File: src/lsu_lq_params.svh
`ifndef LSU_LQ_PARAMS_SVH
`define LSU_LQ_PARAMS_SVH

// Sizing of the load queue and of the tags it carries

// Number of load queue entries; 4, 8 and 16 are supported
`define LQ_DEPTH 8

// Width of load and store byte addresses
`define LQ_ADDR_WIDTH 32

// Width of the reorder buffer tag that names each load
`define LQ_ROB_TAG_WIDTH 5

// Width of the miss handling queue tag a missed load waits on
`define LQ_MHQ_TAG_WIDTH 2

// Width of the LSU function code
`define LQ_FUNC_WIDTH 4

// Width of the entry state register
`define LQ_STATE_WIDTH 3

`endif

File: src/lsu_lq_pkg.sv
`default_nettype none

`include "lsu_lq_params.svh"

package lsu_lq_pkg;

    // LSU operation; loads and stores share one encoding space
    typedef enum logic [`LQ_FUNC_WIDTH-1:0] {
        LSU_FUNC_LB  = 4'b0000,
        LSU_FUNC_LH  = 4'b0001,
        LSU_FUNC_LW  = 4'b0010,
        LSU_FUNC_LBU = 4'b0011,
        LSU_FUNC_LHU = 4'b0100,
        LSU_FUNC_SB  = 4'b0101,
        LSU_FUNC_SH  = 4'b0110,
        LSU_FUNC_SW  = 4'b0111
    } lsu_func_t;

    // Life cycle of one load queue entry
    // MHQ_TAG_WAIT waits for the fill of one MHQ tag, MHQ_FILL_WAIT for any fill
    typedef enum logic [`LQ_STATE_WIDTH-1:0] {
        LQ_STATE_INVALID       = 3'b000,
        LQ_STATE_VALID         = 3'b001,
        LQ_STATE_MHQ_TAG_WAIT  = 3'b010,
        LQ_STATE_MHQ_FILL_WAIT = 3'b011,
        LQ_STATE_REPLAYABLE    = 3'b100,
        LQ_STATE_LAUNCHED      = 3'b101,
        LQ_STATE_COMPLETE      = 3'b110
    } lq_state_t;

    // New load issued towards the LSU
    typedef struct packed {
        logic                         en;
        lsu_func_t                    func;
        logic [`LQ_ROB_TAG_WIDTH-1:0] tag;
        logic [`LQ_ADDR_WIDTH-1:0]    addr;
    } lq_alloc_t;

    // Result of the execute stage for one entry
    typedef struct packed {
        logic                         en;
        logic [`LQ_DEPTH-1:0]         select;
        logic                         retry;
        logic                         replay;
        logic                         mhq_retry;
        logic                         mhq_replay;
        logic [`LQ_MHQ_TAG_WIDTH-1:0] mhq_tag;
    } lq_update_t;

    // Fill broadcast from the MHQ
    typedef struct packed {
        logic                         en;
        logic [`LQ_MHQ_TAG_WIDTH-1:0] tag;
    } lq_fill_t;

    // Store leaving the store queue at retirement
    typedef struct packed {
        logic                      en;
        logic [`LQ_ADDR_WIDTH-1:0] addr;
        lsu_func_t                 func;
    } lq_store_t;

    // Load sent back into the LSU pipeline
    typedef struct packed {
        logic                         en;
        logic [`LQ_DEPTH-1:0]         select;
        lsu_func_t                    func;
        logic [`LQ_ADDR_WIDTH-1:0]    addr;
        logic [`LQ_ROB_TAG_WIDTH-1:0] tag;
    } lq_replay_t;

    // Number of bytes touched by an access; word is the fallback
    function automatic logic [2:0] lsu_access_bytes(input lsu_func_t func);
        case (func)
            LSU_FUNC_LB, LSU_FUNC_LBU, LSU_FUNC_SB: return 3'd1;
            LSU_FUNC_LH, LSU_FUNC_LHU, LSU_FUNC_SH: return 3'd2;
            default:                                return 3'd4;
        endcase
    endfunction

endpackage

`default_nettype wire

File: src/lq_dispatch.sv
`timescale 1ns/1ps
`default_nettype none

`include "lsu_lq_params.svh"

module lq_dispatch import lsu_lq_pkg::*; (
    input  lq_alloc_t            i_alloc,
    input  lq_update_t           i_update,
    input  lq_fill_t             i_fill,
    input  logic [`LQ_DEPTH-1:0] i_empty_vec,
    output logic [`LQ_DEPTH-1:0] o_alloc_select_vec,
    output logic                 o_full,
    output lq_state_t            o_update_state
);

    logic fill_tag_hit;

    // Isolate the lowest set bit of the empty vector and gate it with the request
    assign o_alloc_select_vec = {`LQ_DEPTH{i_alloc.en}} &
                                (i_empty_vec & ~(i_empty_vec - `LQ_DEPTH'(1)));

    // Full means no free entry is left once this cycle's allocation lands
    assign o_full = ((i_empty_vec & ~o_alloc_select_vec) == '0);

    // A fill in the same cycle as the update can wake the load right away
    assign fill_tag_hit = i_fill.en && (i_update.mhq_tag == i_fill.tag);

    // One decode serves every entry, each entry only uses it when selected
    always_comb begin
        if (!i_update.retry) begin
            o_update_state = LQ_STATE_COMPLETE;
        end else if (i_update.replay || i_update.mhq_replay) begin
            // Conflict with a fill in flight, so just go again
            o_update_state = LQ_STATE_REPLAYABLE;
        end else if (i_update.mhq_retry) begin
            // MHQ was full, any fill may free the line we need
            o_update_state = i_fill.en ? LQ_STATE_REPLAYABLE : LQ_STATE_MHQ_FILL_WAIT;
        end else begin
            o_update_state = fill_tag_hit ? LQ_STATE_REPLAYABLE : LQ_STATE_MHQ_TAG_WAIT;
        end
    end

    // Allocation never picks two slots or one that is already in use
    always_comb begin
        assert ($onehot0(o_alloc_select_vec) && ((o_alloc_select_vec & ~i_empty_vec) == '0))
            else $error("lq_dispatch: bad allocation select %b", o_alloc_select_vec);
    end

endmodule

`default_nettype wire

File: src/lq_drain.sv
`timescale 1ns/1ps
`default_nettype none

`include "lsu_lq_params.svh"

module lq_drain import lsu_lq_pkg::*; (
    input  logic                         clk,
    input  logic                         n_rst,
    input  logic                         i_flush,
    input  logic                         i_replay_stall,
    input  logic [`LQ_DEPTH-1:0]         i_replayable_vec,
    input  logic [`LQ_DEPTH-1:0]         i_retire_hit_vec,
    input  logic [`LQ_DEPTH-1:0]         i_misspec_vec,
    input  lsu_func_t                    i_func_arr [`LQ_DEPTH],
    input  logic [`LQ_ADDR_WIDTH-1:0]    i_addr_arr [`LQ_DEPTH],
    input  logic [`LQ_ROB_TAG_WIDTH-1:0] i_tag_arr  [`LQ_DEPTH],
    output logic [`LQ_DEPTH-1:0]         o_replay_select_vec,
    output lq_replay_t                   o_replay,
    output logic                         o_retire_ack,
    output logic                         o_retire_misspec
);

    lq_replay_t replay_pick;
    logic       retire_any;
    logic       retire_misspec;

    // Lowest replayable entry wins, nothing is picked while the pipe is stalled
    always_comb begin
        replay_pick = '0;
        if (!i_replay_stall) begin
            replay_pick.select = i_replayable_vec & ~(i_replayable_vec - `LQ_DEPTH'(1));
        end
        replay_pick.en = |replay_pick.select;

        // Select is one-hot, so at most one slot drives the fields
        for (int i = 0; i < `LQ_DEPTH; i++) begin
            if (replay_pick.select[i]) begin
                replay_pick.func = i_func_arr[i];
                replay_pick.addr = i_addr_arr[i];
                replay_pick.tag  = i_tag_arr[i];
            end
        end
    end

    // Winner moves to LAUNCHED at the same edge its replay goes out
    assign o_replay_select_vec = replay_pick.select;

    // Retire hits are one-hot, so an AND-OR is enough for the misspec mux
    assign retire_any     = |i_retire_hit_vec;
    assign retire_misspec = |(i_retire_hit_vec & i_misspec_vec);

    // Replay output holds its value for as long as the stall lasts
    always_ff @(posedge clk) begin
        if (!n_rst || i_flush) begin
            o_replay.en <= 1'b0;
        end else if (!i_replay_stall) begin
            o_replay.en <= replay_pick.en;
        end
        if (!i_replay_stall) begin
            o_replay.select <= replay_pick.select;
            o_replay.func   <= replay_pick.func;
            o_replay.addr   <= replay_pick.addr;
            o_replay.tag    <= replay_pick.tag;
        end
    end

    // Acknowledge goes back to the ROB one cycle after the request
    always_ff @(posedge clk) begin
        if (!n_rst) begin
            o_retire_ack <= 1'b0;
        end else begin
            o_retire_ack <= retire_any;
        end
    end

    // Misspec bit travels alongside the acknowledge
    always_ff @(posedge clk) begin
        o_retire_misspec <= retire_misspec;
    end

    // Unique ROB tags mean no two entries may answer the same retire
    assert property (@(posedge clk) disable iff (!n_rst) $onehot0(i_retire_hit_vec))
        else $error("lq_drain: several entries hit one retire, %b", i_retire_hit_vec);

endmodule

`default_nettype wire

File: src/lq_entry.sv
`timescale 1ns/1ps
`default_nettype none

`include "lsu_lq_params.svh"

module lq_entry import lsu_lq_pkg::*; #(
    parameter int ENTRY_IDX = 0
) (
    input  logic                         clk,
    input  logic                         n_rst,
    input  logic                         i_flush,
    input  lq_alloc_t                    i_alloc,
    input  logic                         i_alloc_sel,
    input  lq_update_t                   i_update,
    input  lq_state_t                    i_update_state,
    input  lq_fill_t                     i_fill,
    input  lq_store_t                    i_store,
    input  logic                         i_replay_sel,
    input  logic                         i_retire_en,
    input  logic [`LQ_ROB_TAG_WIDTH-1:0] i_retire_tag,
    output logic                         o_empty,
    output logic                         o_replayable,
    output logic                         o_retire_hit,
    output logic                         o_misspec,
    output lsu_func_t                    o_func,
    output logic [`LQ_ADDR_WIDTH-1:0]    o_addr,
    output logic [`LQ_ROB_TAG_WIDTH-1:0] o_tag
);

    lq_state_t                    state_q;
    lq_state_t                    state_next;
    lsu_func_t                    func_q;
    logic [`LQ_ADDR_WIDTH-1:0]    addr_q;
    logic [`LQ_ROB_TAG_WIDTH-1:0] tag_q;
    logic [`LQ_MHQ_TAG_WIDTH-1:0] mhq_tag_q;
    logic                         misspec_q;
    logic                         update_hit;
    logic                         fill_tag_hit;
    logic                         store_hit;
    logic                         misspec_clear;
    logic [`LQ_ADDR_WIDTH-1:0]    load_end;
    logic [`LQ_ADDR_WIDTH-1:0]    store_end;

    // This slot's bit of the one-hot update select
    assign update_hit   = i_update.en && i_update.select[ENTRY_IDX];

    // Wake-up for a load parked on one MHQ tag
    assign fill_tag_hit = i_fill.en && (mhq_tag_q == i_fill.tag);

    assign o_empty      = (state_q == LQ_STATE_INVALID);
    assign o_replayable = (state_q == LQ_STATE_REPLAYABLE);

    // ROB tags are unique, so only a finished load with the same tag can retire
    assign o_retire_hit = i_retire_en && (state_q == LQ_STATE_COMPLETE) &&
                          (tag_q == i_retire_tag);

    assign o_misspec    = misspec_q;
    assign o_func       = func_q;
    assign o_addr       = addr_q;
    assign o_tag        = tag_q;

    // Byte ranges are half open, end is one past the last byte
    assign load_end  = addr_q + `LQ_ADDR_WIDTH'(lsu_access_bytes(func_q));
    assign store_end = i_store.addr + `LQ_ADDR_WIDTH'(lsu_access_bytes(i_store.func));

    // Two ranges overlap when each one starts before the other ends
    assign store_hit = i_store.en && !o_empty &&
                       (addr_q < store_end) && (i_store.addr < load_end);

    // A load that still has to run again cannot have passed on stale data
    assign misspec_clear = i_alloc_sel ||
                           (state_q == LQ_STATE_MHQ_TAG_WAIT) ||
                           (state_q == LQ_STATE_MHQ_FILL_WAIT) ||
                           (state_q == LQ_STATE_REPLAYABLE);

    // The select inputs were already qualified upstream and are trusted as is
    always_comb begin
        state_next = state_q;
        case (state_q)
            LQ_STATE_INVALID: begin
                if (i_alloc_sel) begin
                    state_next = LQ_STATE_VALID;
                end
            end
            LQ_STATE_VALID, LQ_STATE_LAUNCHED: begin
                // Both in the pipeline and waiting for the execute result
                if (update_hit) begin
                    state_next = i_update_state;
                end
            end
            LQ_STATE_MHQ_TAG_WAIT: begin
                if (fill_tag_hit) begin
                    state_next = LQ_STATE_REPLAYABLE;
                end
            end
            LQ_STATE_MHQ_FILL_WAIT: begin
                if (i_fill.en) begin
                    state_next = LQ_STATE_REPLAYABLE;
                end
            end
            LQ_STATE_REPLAYABLE: begin
                if (i_replay_sel) begin
                    state_next = LQ_STATE_LAUNCHED;
                end
            end
            LQ_STATE_COMPLETE: begin
                if (o_retire_hit) begin
                    state_next = LQ_STATE_INVALID;
                end
            end
            default: begin
                state_next = LQ_STATE_INVALID;
            end
        endcase
    end

    always_ff @(posedge clk) begin
        if (!n_rst || i_flush) begin
            state_q <= LQ_STATE_INVALID;
        end else begin
            state_q <= state_next;
        end
    end

    // Load fields are captured once when the slot is taken
    always_ff @(posedge clk) begin
        if (i_alloc_sel) begin
            func_q <= i_alloc.func;
            addr_q <= i_alloc.addr;
            tag_q  <= i_alloc.tag;
        end
        if (update_hit) begin
            mhq_tag_q <= i_update.mhq_tag;
        end
        misspec_q <= !misspec_clear && (store_hit || misspec_q);
    end

    // Encoding 3'b111 has no state behind it
    assert property (@(posedge clk) disable iff (!n_rst) state_q != 3'b111)
        else $error("lq_entry %0d: unused state encoding", ENTRY_IDX);

endmodule

`default_nettype wire

File: src/lsu_lq.sv
`timescale 1ns/1ps
`default_nettype none

`include "lsu_lq_params.svh"

module lsu_lq import lsu_lq_pkg::*; (
    input  logic                         clk,
    input  logic                         n_rst,
    input  logic                         i_flush,
    input  lq_alloc_t                    i_alloc,
    input  lq_update_t                   i_update,
    input  lq_fill_t                     i_fill,
    input  lq_store_t                    i_store,
    input  logic                         i_replay_stall,
    input  logic                         i_retire_en,
    input  logic [`LQ_ROB_TAG_WIDTH-1:0] i_retire_tag,
    output logic                         o_full,
    output logic [`LQ_DEPTH-1:0]         o_alloc_select,
    output lq_replay_t                   o_replay,
    output logic                         o_retire_ack,
    output logic                         o_retire_misspec
);

    logic [`LQ_DEPTH-1:0]         empty_vec;
    logic [`LQ_DEPTH-1:0]         replayable_vec;
    logic [`LQ_DEPTH-1:0]         retire_hit_vec;
    logic [`LQ_DEPTH-1:0]         misspec_vec;
    logic [`LQ_DEPTH-1:0]         alloc_select_vec;
    logic [`LQ_DEPTH-1:0]         replay_select_vec;
    lq_state_t                    update_state;
    lsu_func_t                    func_arr [`LQ_DEPTH];
    logic [`LQ_ADDR_WIDTH-1:0]    addr_arr [`LQ_DEPTH];
    logic [`LQ_ROB_TAG_WIDTH-1:0] tag_arr  [`LQ_DEPTH];

    // Slot choice, full flag and execute result decode
    lq_dispatch u_dispatch (
        .i_alloc            (i_alloc),
        .i_update           (i_update),
        .i_fill             (i_fill),
        .i_empty_vec        (empty_vec),
        .o_alloc_select_vec (alloc_select_vec),
        .o_full             (o_full),
        .o_update_state     (update_state)
    );

    // The chosen slot is reported to the issue side a cycle later
    always_ff @(posedge clk) begin
        if (!n_rst) begin
            o_alloc_select <= '0;
        end else begin
            o_alloc_select <= alloc_select_vec;
        end
    end

    for (genvar i = 0; i < `LQ_DEPTH; i++) begin : g_entry
        lq_entry #(
            .ENTRY_IDX (i)
        ) u_entry (
            .clk            (clk),
            .n_rst          (n_rst),
            .i_flush        (i_flush),
            .i_alloc        (i_alloc),
            .i_alloc_sel    (alloc_select_vec[i]),
            .i_update       (i_update),
            .i_update_state (update_state),
            .i_fill         (i_fill),
            .i_store        (i_store),
            .i_replay_sel   (replay_select_vec[i]),
            .i_retire_en    (i_retire_en),
            .i_retire_tag   (i_retire_tag),
            .o_empty        (empty_vec[i]),
            .o_replayable   (replayable_vec[i]),
            .o_retire_hit   (retire_hit_vec[i]),
            .o_misspec      (misspec_vec[i]),
            .o_func         (func_arr[i]),
            .o_addr         (addr_arr[i]),
            .o_tag          (tag_arr[i])
        );
    end

    // Replay arbitration and the registered ROB answer
    lq_drain u_drain (
        .clk                 (clk),
        .n_rst               (n_rst),
        .i_flush             (i_flush),
        .i_replay_stall      (i_replay_stall),
        .i_replayable_vec    (replayable_vec),
        .i_retire_hit_vec    (retire_hit_vec),
        .i_misspec_vec       (misspec_vec),
        .i_func_arr          (func_arr),
        .i_addr_arr          (addr_arr),
        .i_tag_arr           (tag_arr),
        .o_replay_select_vec (replay_select_vec),
        .o_replay            (o_replay),
        .o_retire_ack        (o_retire_ack),
        .o_retire_misspec    (o_retire_misspec)
    );

endmodule

`default_nettype wire

File: config.mk
export PLATFORM = sky130hd
export DESIGN_NAME = lsu_lq
export DESIGN_NICKNAME = d
export VERILOG_FILES = /design/src/lsu_lq_pkg.sv /design/src/lq_dispatch.sv /design/src/lq_drain.sv /design/src/lq_entry.sv /design/src/lsu_lq.sv
export VERILOG_INCLUDE_DIRS = /design/src
export SDC_FILE = /design/constraint.sdc
export NUM_CORES = 1
export LEC_CHECK = 0
export BUFFER_PORTS_ARGS = -buffer_cell sky130_fd_sc_hd__buf_2
export CORE_UTILIZATION = 51
export CTS_CLUSTER_DIAMETER = 200
export DETAILED_ROUTE_END_ITERATION = 16
export PLACE_DENSITY = 0.65
export SYNTH_ARGS = -nofsm -noshare
export SYNTH_HDL_FRONTEND = slang
export SYNTH_HIERARCHICAL = 1
export SYNTH_SLANG_ARGS = --single-unit
File: constraint.sdc
create_clock -name clk -period 8.2 [get_ports clk]
set_input_delay 0.41 -clock clk [delete_from_list [all_inputs] [get_ports clk]]
set_output_delay 0.41 -clock clk [all_outputs]
set_load 0.03 [all_outputs]
# After elaboration in Yosys (flattened, before gate mapping)
# Cells that the tools add are included.
# W data, S select, Z words.
[word_totals]
reg_bits = 436
in_bits = 107
output_inout_bits = 61
elab_cells = 492
[op_classes]
addsub = 11
order_cmp = 16
n_eq_ne = 158
mux = 72
n_bitwise = 8
n_reduce_logical = 171
[ops]
columns = ["op", "n"]
rows = [
  ["$lt A32 B32 Y1", 16],
  ["$mux W41", 8],
  ["$add A32 B3 Y32", 9],
  ["$pmux W3 S6", 8],
  ["$mux W3", 46],
  ["$eq A4 B3 Y1 const B", 27],
  ["$eq A3 B3 Y1 const B", 24],
  ["$logic_and A1 B1 Y1", 65],
  ["$pmux W3 S2", 9],
  ["$reduce_or A3 Y1", 18],
  ["$eq A3 B2 Y1 const B", 16],
  ["$ne A2 B1 Y1 const B", 24],
  ["$ne A2 B2 Y1 const B", 24],
  ["$reduce_and A6 Y1", 8],
  ["$and A8 B8 Y8", 5],
  ["$eq A5 B5 Y1", 8],
  ["$eq A4 B1 Y1 const B", 9],
  ["$eq A4 B2 Y1 const B", 9],
  ["$logic_not A4 Y1", 9],
  ["$logic_or A1 B1 Y1", 34],
  ["$eq A3 B1 Y1 const B", 8],
  ["$logic_not A3 Y1", 8],
  ["$not A8 Y8", 3],
  ["$reduce_or A8 Y1", 3],
  ["other kinds (6)", 38],
]

# Logic depth before layout (Yosys ltp)
[depth]
ltp_word = 13
mapped_depth = 18

# Cells and area by module
# Netlist, hierarchy kept.
[modules_own_cells]
columns = ["module", "n_inst", "cells_per_inst", "area_each_um2"]
rows = [
  ["lq_entry at g_entry[1].u_entry ...", 4, 447, 4314.1],
  ["lq_drain", 1, 669, 5197.5],
  ["lq_entry at g_entry[0].u_entry", 1, 445, 4345.4],
  ["lq_entry at g_entry[3].u_entry", 1, 450, 4295.4],
  ["lq_entry at g_entry[7].u_entry", 1, 439, 4284.1],
  ["lq_entry at g_entry[4].u_entry", 1, 441, 4277.9],
  ["lq_dispatch", 1, 31, 215.2],
  ["lsu_lq", 1, 16, 210.2],
]

# Least setup slack after synthesis
# OpenSTA, ideal clock, no wires.
[synth_path]
kind = "register -> register"
start = "register g_entry[2].u_entry.state_q[0]"
end = "register g_entry[7].u_entry.state_q[2]"
setup_ns = 0.120
t_arrival_ns = 7.264
required_ns = 8.080
setup_slack_ns = 0.816
stages_incl_launch_ff = 11
path_cell_list = "dfxtp_1 > clkbuf_1 > nor3_1 > or4b_4 > or3_4 > nor4b_1 > mux2i_1 > nand2_1 > o21ai_0 > o211ai_1 > a21oi_1"
[synth_between]
elab_chain_len = 7
elab_cells_between_ends = 13
[synth_rtl]
columns = ["item", "line_no", "source"]
rows = [
  ["from (decl)", "lq_entry.sv:30", "lq_state_t state_q;"],
  ["from (signal assigned)", "lq_entry.sv:121", "state_q <= state_next;"],
  ["$logic_not A3 Y1", "lq_entry.sv:50", "assign o_empty = (state_q == LQ_STATE_INVALID);"],
  ["net empty_vec[2]", "lsu_lq.sv:24", "logic [`LQ_DEPTH-1:0] empty_vec;"],
  ["$sub A8 B1 Y8", "lq_dispatch.sv:20", "(i_empty_vec & ~(i_empty_vec - `LQ_DEPTH'(1)));"],
  ["$not A8 Y8", "lq_dispatch.sv:20", ""],
  ["$and A8 B8 Y8", "lq_dispatch.sv:20", ""],
  ["$and A8 B8 Y8", "lq_dispatch.sv:19", "assign o_alloc_select_vec = {`LQ_DEPTH{i_alloc.en}} &"],
  ["net alloc_select_vec[7]", "lsu_lq.sv:28", "logic [`LQ_DEPTH-1:0] alloc_select_vec;"],
  ["$ne A2 B2 Y1 (no line)", "n/a", ""],
  ["$reduce_and A6 Y1 (no line)", "n/a", ""],
  ["to (signal assigned)", "lq_entry.sv:121", ""],
  ["to (decl)", "lq_entry.sv:30", ""],
]
# The timed path passes the listed nets, and every way through them passes these cells.
# A chain may end at the register's enable or synchronous reset.

# Worst setup path in the final report
[layout_path]
start = "register g_entry[5].u_entry.func_q[0]"
end = "register g_entry[5].u_entry.misspec_q"
[layout_between]
elab_chain_len = 8
elab_cells_between_ends = 14
[layout_rtl]
columns = ["item", "line_no", "source"]
rows = [
  ["from (decl)", "lq_entry.sv:32", "lsu_func_t func_q;"],
  ["from (signal assigned)", "lq_entry.sv:128", "func_q <= i_alloc.func;"],
  ["$eq A4 B1 Y1, or another cell as far along", "lsu_lq_pkg.sv:74", "case (func)"],
  ["$reduce_or A3 Y1", "lsu_lq_pkg.sv:74", ""],
  ["$pmux W3 S2 (*)", "lsu_lq_pkg.sv:74", ""],
  ["$add A32 B3 Y32 (*)", "lq_entry.sv:63", "assign load_end = addr_q + `LQ_ADDR_WIDTH'(lsu_access_bytes(func_q));"],
  ["$lt A32 B32 Y1 (*)", "lq_entry.sv:68", "(addr_q < store_end) && (i_store.addr < load_end);"],
  ["$logic_and A1 B1 Y1 (*)", "lq_entry.sv:68", ""],
  ["$logic_or A1 B1 Y1 (*)", "lq_entry.sv:135", "misspec_q <= !misspec_clear && (store_hit || misspec_q);"],
  ["$logic_and A1 B1 Y1 (*)", "lq_entry.sv:135", ""],
  ["to (signal assigned)", "lq_entry.sv:135", ""],
  ["to (decl)", "lq_entry.sv:36", "logic misspec_q;"],
]
# Mark *: on every way between the ends. The rest lies on a longest branch, timed or not.

==> reports/metrics.yaml <==
critical_path:
  critPathKind: "reg2reg"
  r2r_end: "g_entry[5].u_entry/o_misspec"
  rr_startpoint: "g_entry[5].u_entry/o_func[0]"
  cp_slowest_stage_delay_ps: 630
  start_kind: "flip-flop"
  reg2reg_depth: 15
  crit_arrival_ps: 5160
  end_kind: "flip-flop"
  critical_path.top_delay_family: "simple AND/OR/NAND/NOR gates"
  worstPathRequired_ps: 8710
  ff2ff_setup_slack_ps: 3550
  critPathSlowestCell: "nor4_1"
  cp_num_buf_inv: 0
  crit_fanout: 7
  path_cells: "nor3_1 > a21oi_1 > nor2_1 > nor2_1 > ha_1 > a21oi_1 > nor4_1 > nand2_1 > xor2_1 > ha_1 > nand4_1 > or4_1 > or4_1 > a31oi_1 > o31ai_1"
cts:
  hold_buffers: 0
  root_buffer: "clkbuf_16"
  cts_resized: 0
  clkTransAtPathRegs_ps: 60
  cts_tree: "done"
  cts_buffers: 52
  cts_setup_buffers: 0
  ctsLongestPathBuffers: 3
  cts_htree_levels: 2
  insertion_delay_ps: 640
  cts_sinks: 436
final_layout:
  drive_gt1_share_pct: 9.28
  nets: 5105
  final_core_util_pct: 56.8
  stdcell_count: 5521
  final_area_mm2: 0.0441
  fill_cells: 7085
  synthToLayoutAreaGrowth_pct: 9.98
  multi_input_area_mm2: 0.0266
  regArea_mm2: 0.0127
  antenna_cells: 0
sta:
  timing.final.crit_share_pct: 56.7
  tns_ps: 0
  fmax_mhz: 215
  rsz0062_at_grt: "false"
  hold_ws_ps: 71.6
  fin_worst_skew_ps: 27.9
  report.final.slew_viol_count: 0
  setup_violations: 0
  worstMarginPinSlew_ps: 1220
  setup_ws_ps: 3550
  relSlewSlack_pct: 18.0
  hold_viol: 0
  period_needed_ps: 4650
global_route:
  grt_pass1_vias: 34100
  grt_pass1_wl_um: 204000
  globalRouteTotalUtil_pct: 34.4
  overflow: 0
  grt.busiest_layer: "met2"
  grt_max_degree: 72
  grtUsageMet2_pct: 57.0
  grtUsageMet3_pct: 5.78
  grtUsageMet1_pct: 42.8
  grt_antenna_before_repair: 3
synthesis:
  synth_top_cell_area_share_pct: 29.4
  postSynthAreaPerCell_um2: 9.37
  yosysWarnings: 6
  synth-edff-count: 393
  syn_nets: 4946
  netlist_area_mm2: 0.0401
  yosys.area.top_type: "edfxtp_1"
  synth-seq-area-share_pct: 31.6
  syn_inst: 4279
  synth_top_cells_by_area: "edfxtp_1, ha_1, xor2_1"
  synthArstFlopShare_pct: 0
  synth-seq-cells: 436
  ys_types: 96
  synth_ff_type: "edfxtp_1"
power_and_ir_drop:
  vdd_drop_max_uv: 139
  p_int_mw: 4.26
  p_leak_nw: 16.5
  p_sw_mw: 1.65
  seq_power_share_pct: 42.4
  total_power_mw: 5.91
  p_per_area_mw_per_mm2: 134
  swShare_pct: 28.0
  pwr-share-clk_pct: 42.4
  pwr-share-comb_pct: 15.2
floorplan:
  rows: 102
  die_h_um: 282
  num_io_pins: 168
  core_mm2: 0.0776
  die_width_um: 282
  die_area_mm2: 0.0797
  start_util_pct: 51.7
drt:
  via_per_inst: 6.38
  drtIter0Drc: 3284
  drt_wl_total_um: 139000
  drcViolationCount: 0
  vias: 35200
  wl_per_cell_um: 25.2
  dr.pass1.iters: 5
  ant_nets: 0
hold_path:
  hp-start: "i_alloc[34]"
  hold_path_depth: 1
  whs_endpoint: "g_entry[6].u_entry/o_tag[2]"
  hp-class: "in2reg"
placed_design:
  dp_worst_setup_slack_ps: 3260
  place_area_mm2: 0.0422
  numPortBuffers: 167
  dp_hpwl_um: 105000
  gp_congestion: 0.991
  place_inst: 5424
run_status:
  outcome: "finished, final reports clean"
job:
  drv_cap: 0
flip-flops by register name, summed over array words and instances, names as in the netlist:
register,cells
o_alloc_select,8
u_drain/o_retire_misspec,1
u_drain/o_replay,50
g_entry.u_entry/o_tag,40
u_drain/o_retire_ack,1
g_entry.u_entry/mhq_tag_q,16
g_entry.u_entry/o_func,32
g_entry.u_entry/o_misspec,8
g_entry.u_entry/state_q,24
g_entry.u_entry/o_addr,256
final cells by class:
| type | instances | area share [%] |
|---|---|---|
| clock inverter | 33 | 0.817 |
| sequential | 436 | 28.7 |
| inverter | 78 | 0.667 |
| multi-input combinational | 3635 | 60.4 |
| tap | 1040 | 2.95 |
| timing repair buffer | 235 | 3.05 |
| clock buffer | 64 | 3.36 |
layer usage:
metal / share of wire (%) / vias up
li1: - / 16400
met1: 40 / 16900
met4: 5.6 / 4
met5: 0.020 / -
met3: 8.0 / 344
met2: 46 / 1506
kinds of logic after synthesis:
family          Yosys count  share of synthesized area [%]
fa+ha+maj               560                           17.8
simple gates           1618                           21.9
flops                   436                           31.6
xor+xnor                554                           12.1
compound gates          878                           13.8
mux                      25                          0.627
buf+inv                 208                           2.21
cells in the final DEF, fill, tap and decap left out, types with 11 or more instances in the layout:
cell type,netlist,routed
ha_1,544,544
nand2_1,436,436
edfxtp_1,393,393
a21oi_1,342,342
xor2_1,314,314
nor2_1,262,258
xnor2_1,240,240
buf_2,15,167
nand3_1,161,161
nand4_1,157,157
o21ai_0,122,122
nor3_1,97,95
a31oi_1,92,92
nand2b_1,78,78
inv_1,78,76
and3_1,76,76
buf_4,13,68
a22oi_1,65,65
clkbuf_16,0,56
and4_1,51,51
a211o_1,44,44
dfxtp_1,43,43
nor4_1,42,42
nand3b_1,42,42
o2bb2ai_1,40,40
a21o_1,39,39
and2_1,39,37
a211oi_1,31,31
nor2b_1,33,31
mux2i_1,24,24
fa_1,16,16
o21a_1,15,15
or4_1,11,11
power by group through the flow:
stage | Combinational (mW) | Sequential, mW | Clock, mW
detailed placement | 0.878 | 2.55 | 0
floorplan | 0.508 | 2.55 | 0
global placement | 0.866 | 2.55 | 0
finish | 0.897 | 2.51 | 2.51
CTS | 0.884 | 2.51 | 2.54
global route | 0.991 | 2.51 | 2.60
worst max path at each step:
stage,startpoint,endpoint,slack [ps],cells past startpoint
floorplan,g_entry[2].u_entry/state_q[0],g_entry[7].u_entry/state_q[2],820,10
global placement,i_store[2],g_entry[5].u_entry/o_misspec,3260,15
detailed placement,i_store[2],g_entry[5].u_entry/o_misspec,3260,15
CTS,g_entry[5].u_entry/o_func[1],g_entry[5].u_entry/o_misspec,3560,15
global route,g_entry[5].u_entry/o_func[0],g_entry[5].u_entry/o_misspec,3300,15
finish,g_entry[5].u_entry/o_func[0],g_entry[5].u_entry/o_misspec,3550,15
worst register-to-register path: stages, from the launching register on:
cell and delay, ps:
edfxtp_1 460, nor3_1 210, a21oi_1 60, nor2_1 220
nor2_1 90, ha_1 330, a21oi_1 270, nor4_1 630
nand2_1 130, xor2_1 170, ha_1 320, nand4_1 180
or4_1 590, or4_1 570, a31oi_1 210, o31ai_1 90
cell usage after synthesis, drive strengths merged (65+ instances only):
master,count
a21oi,342
a22oi,65
a31oi,92
and3,81
clkbuf,95
edfxtp,393
ha,544
inv,78
nand2,441
nand2b,78
nand3,163
nand4,168
nor2,267
nor3,107
o21ai,123
xnor2,240
xor2,314
Power figures use the tool's default switching activity.
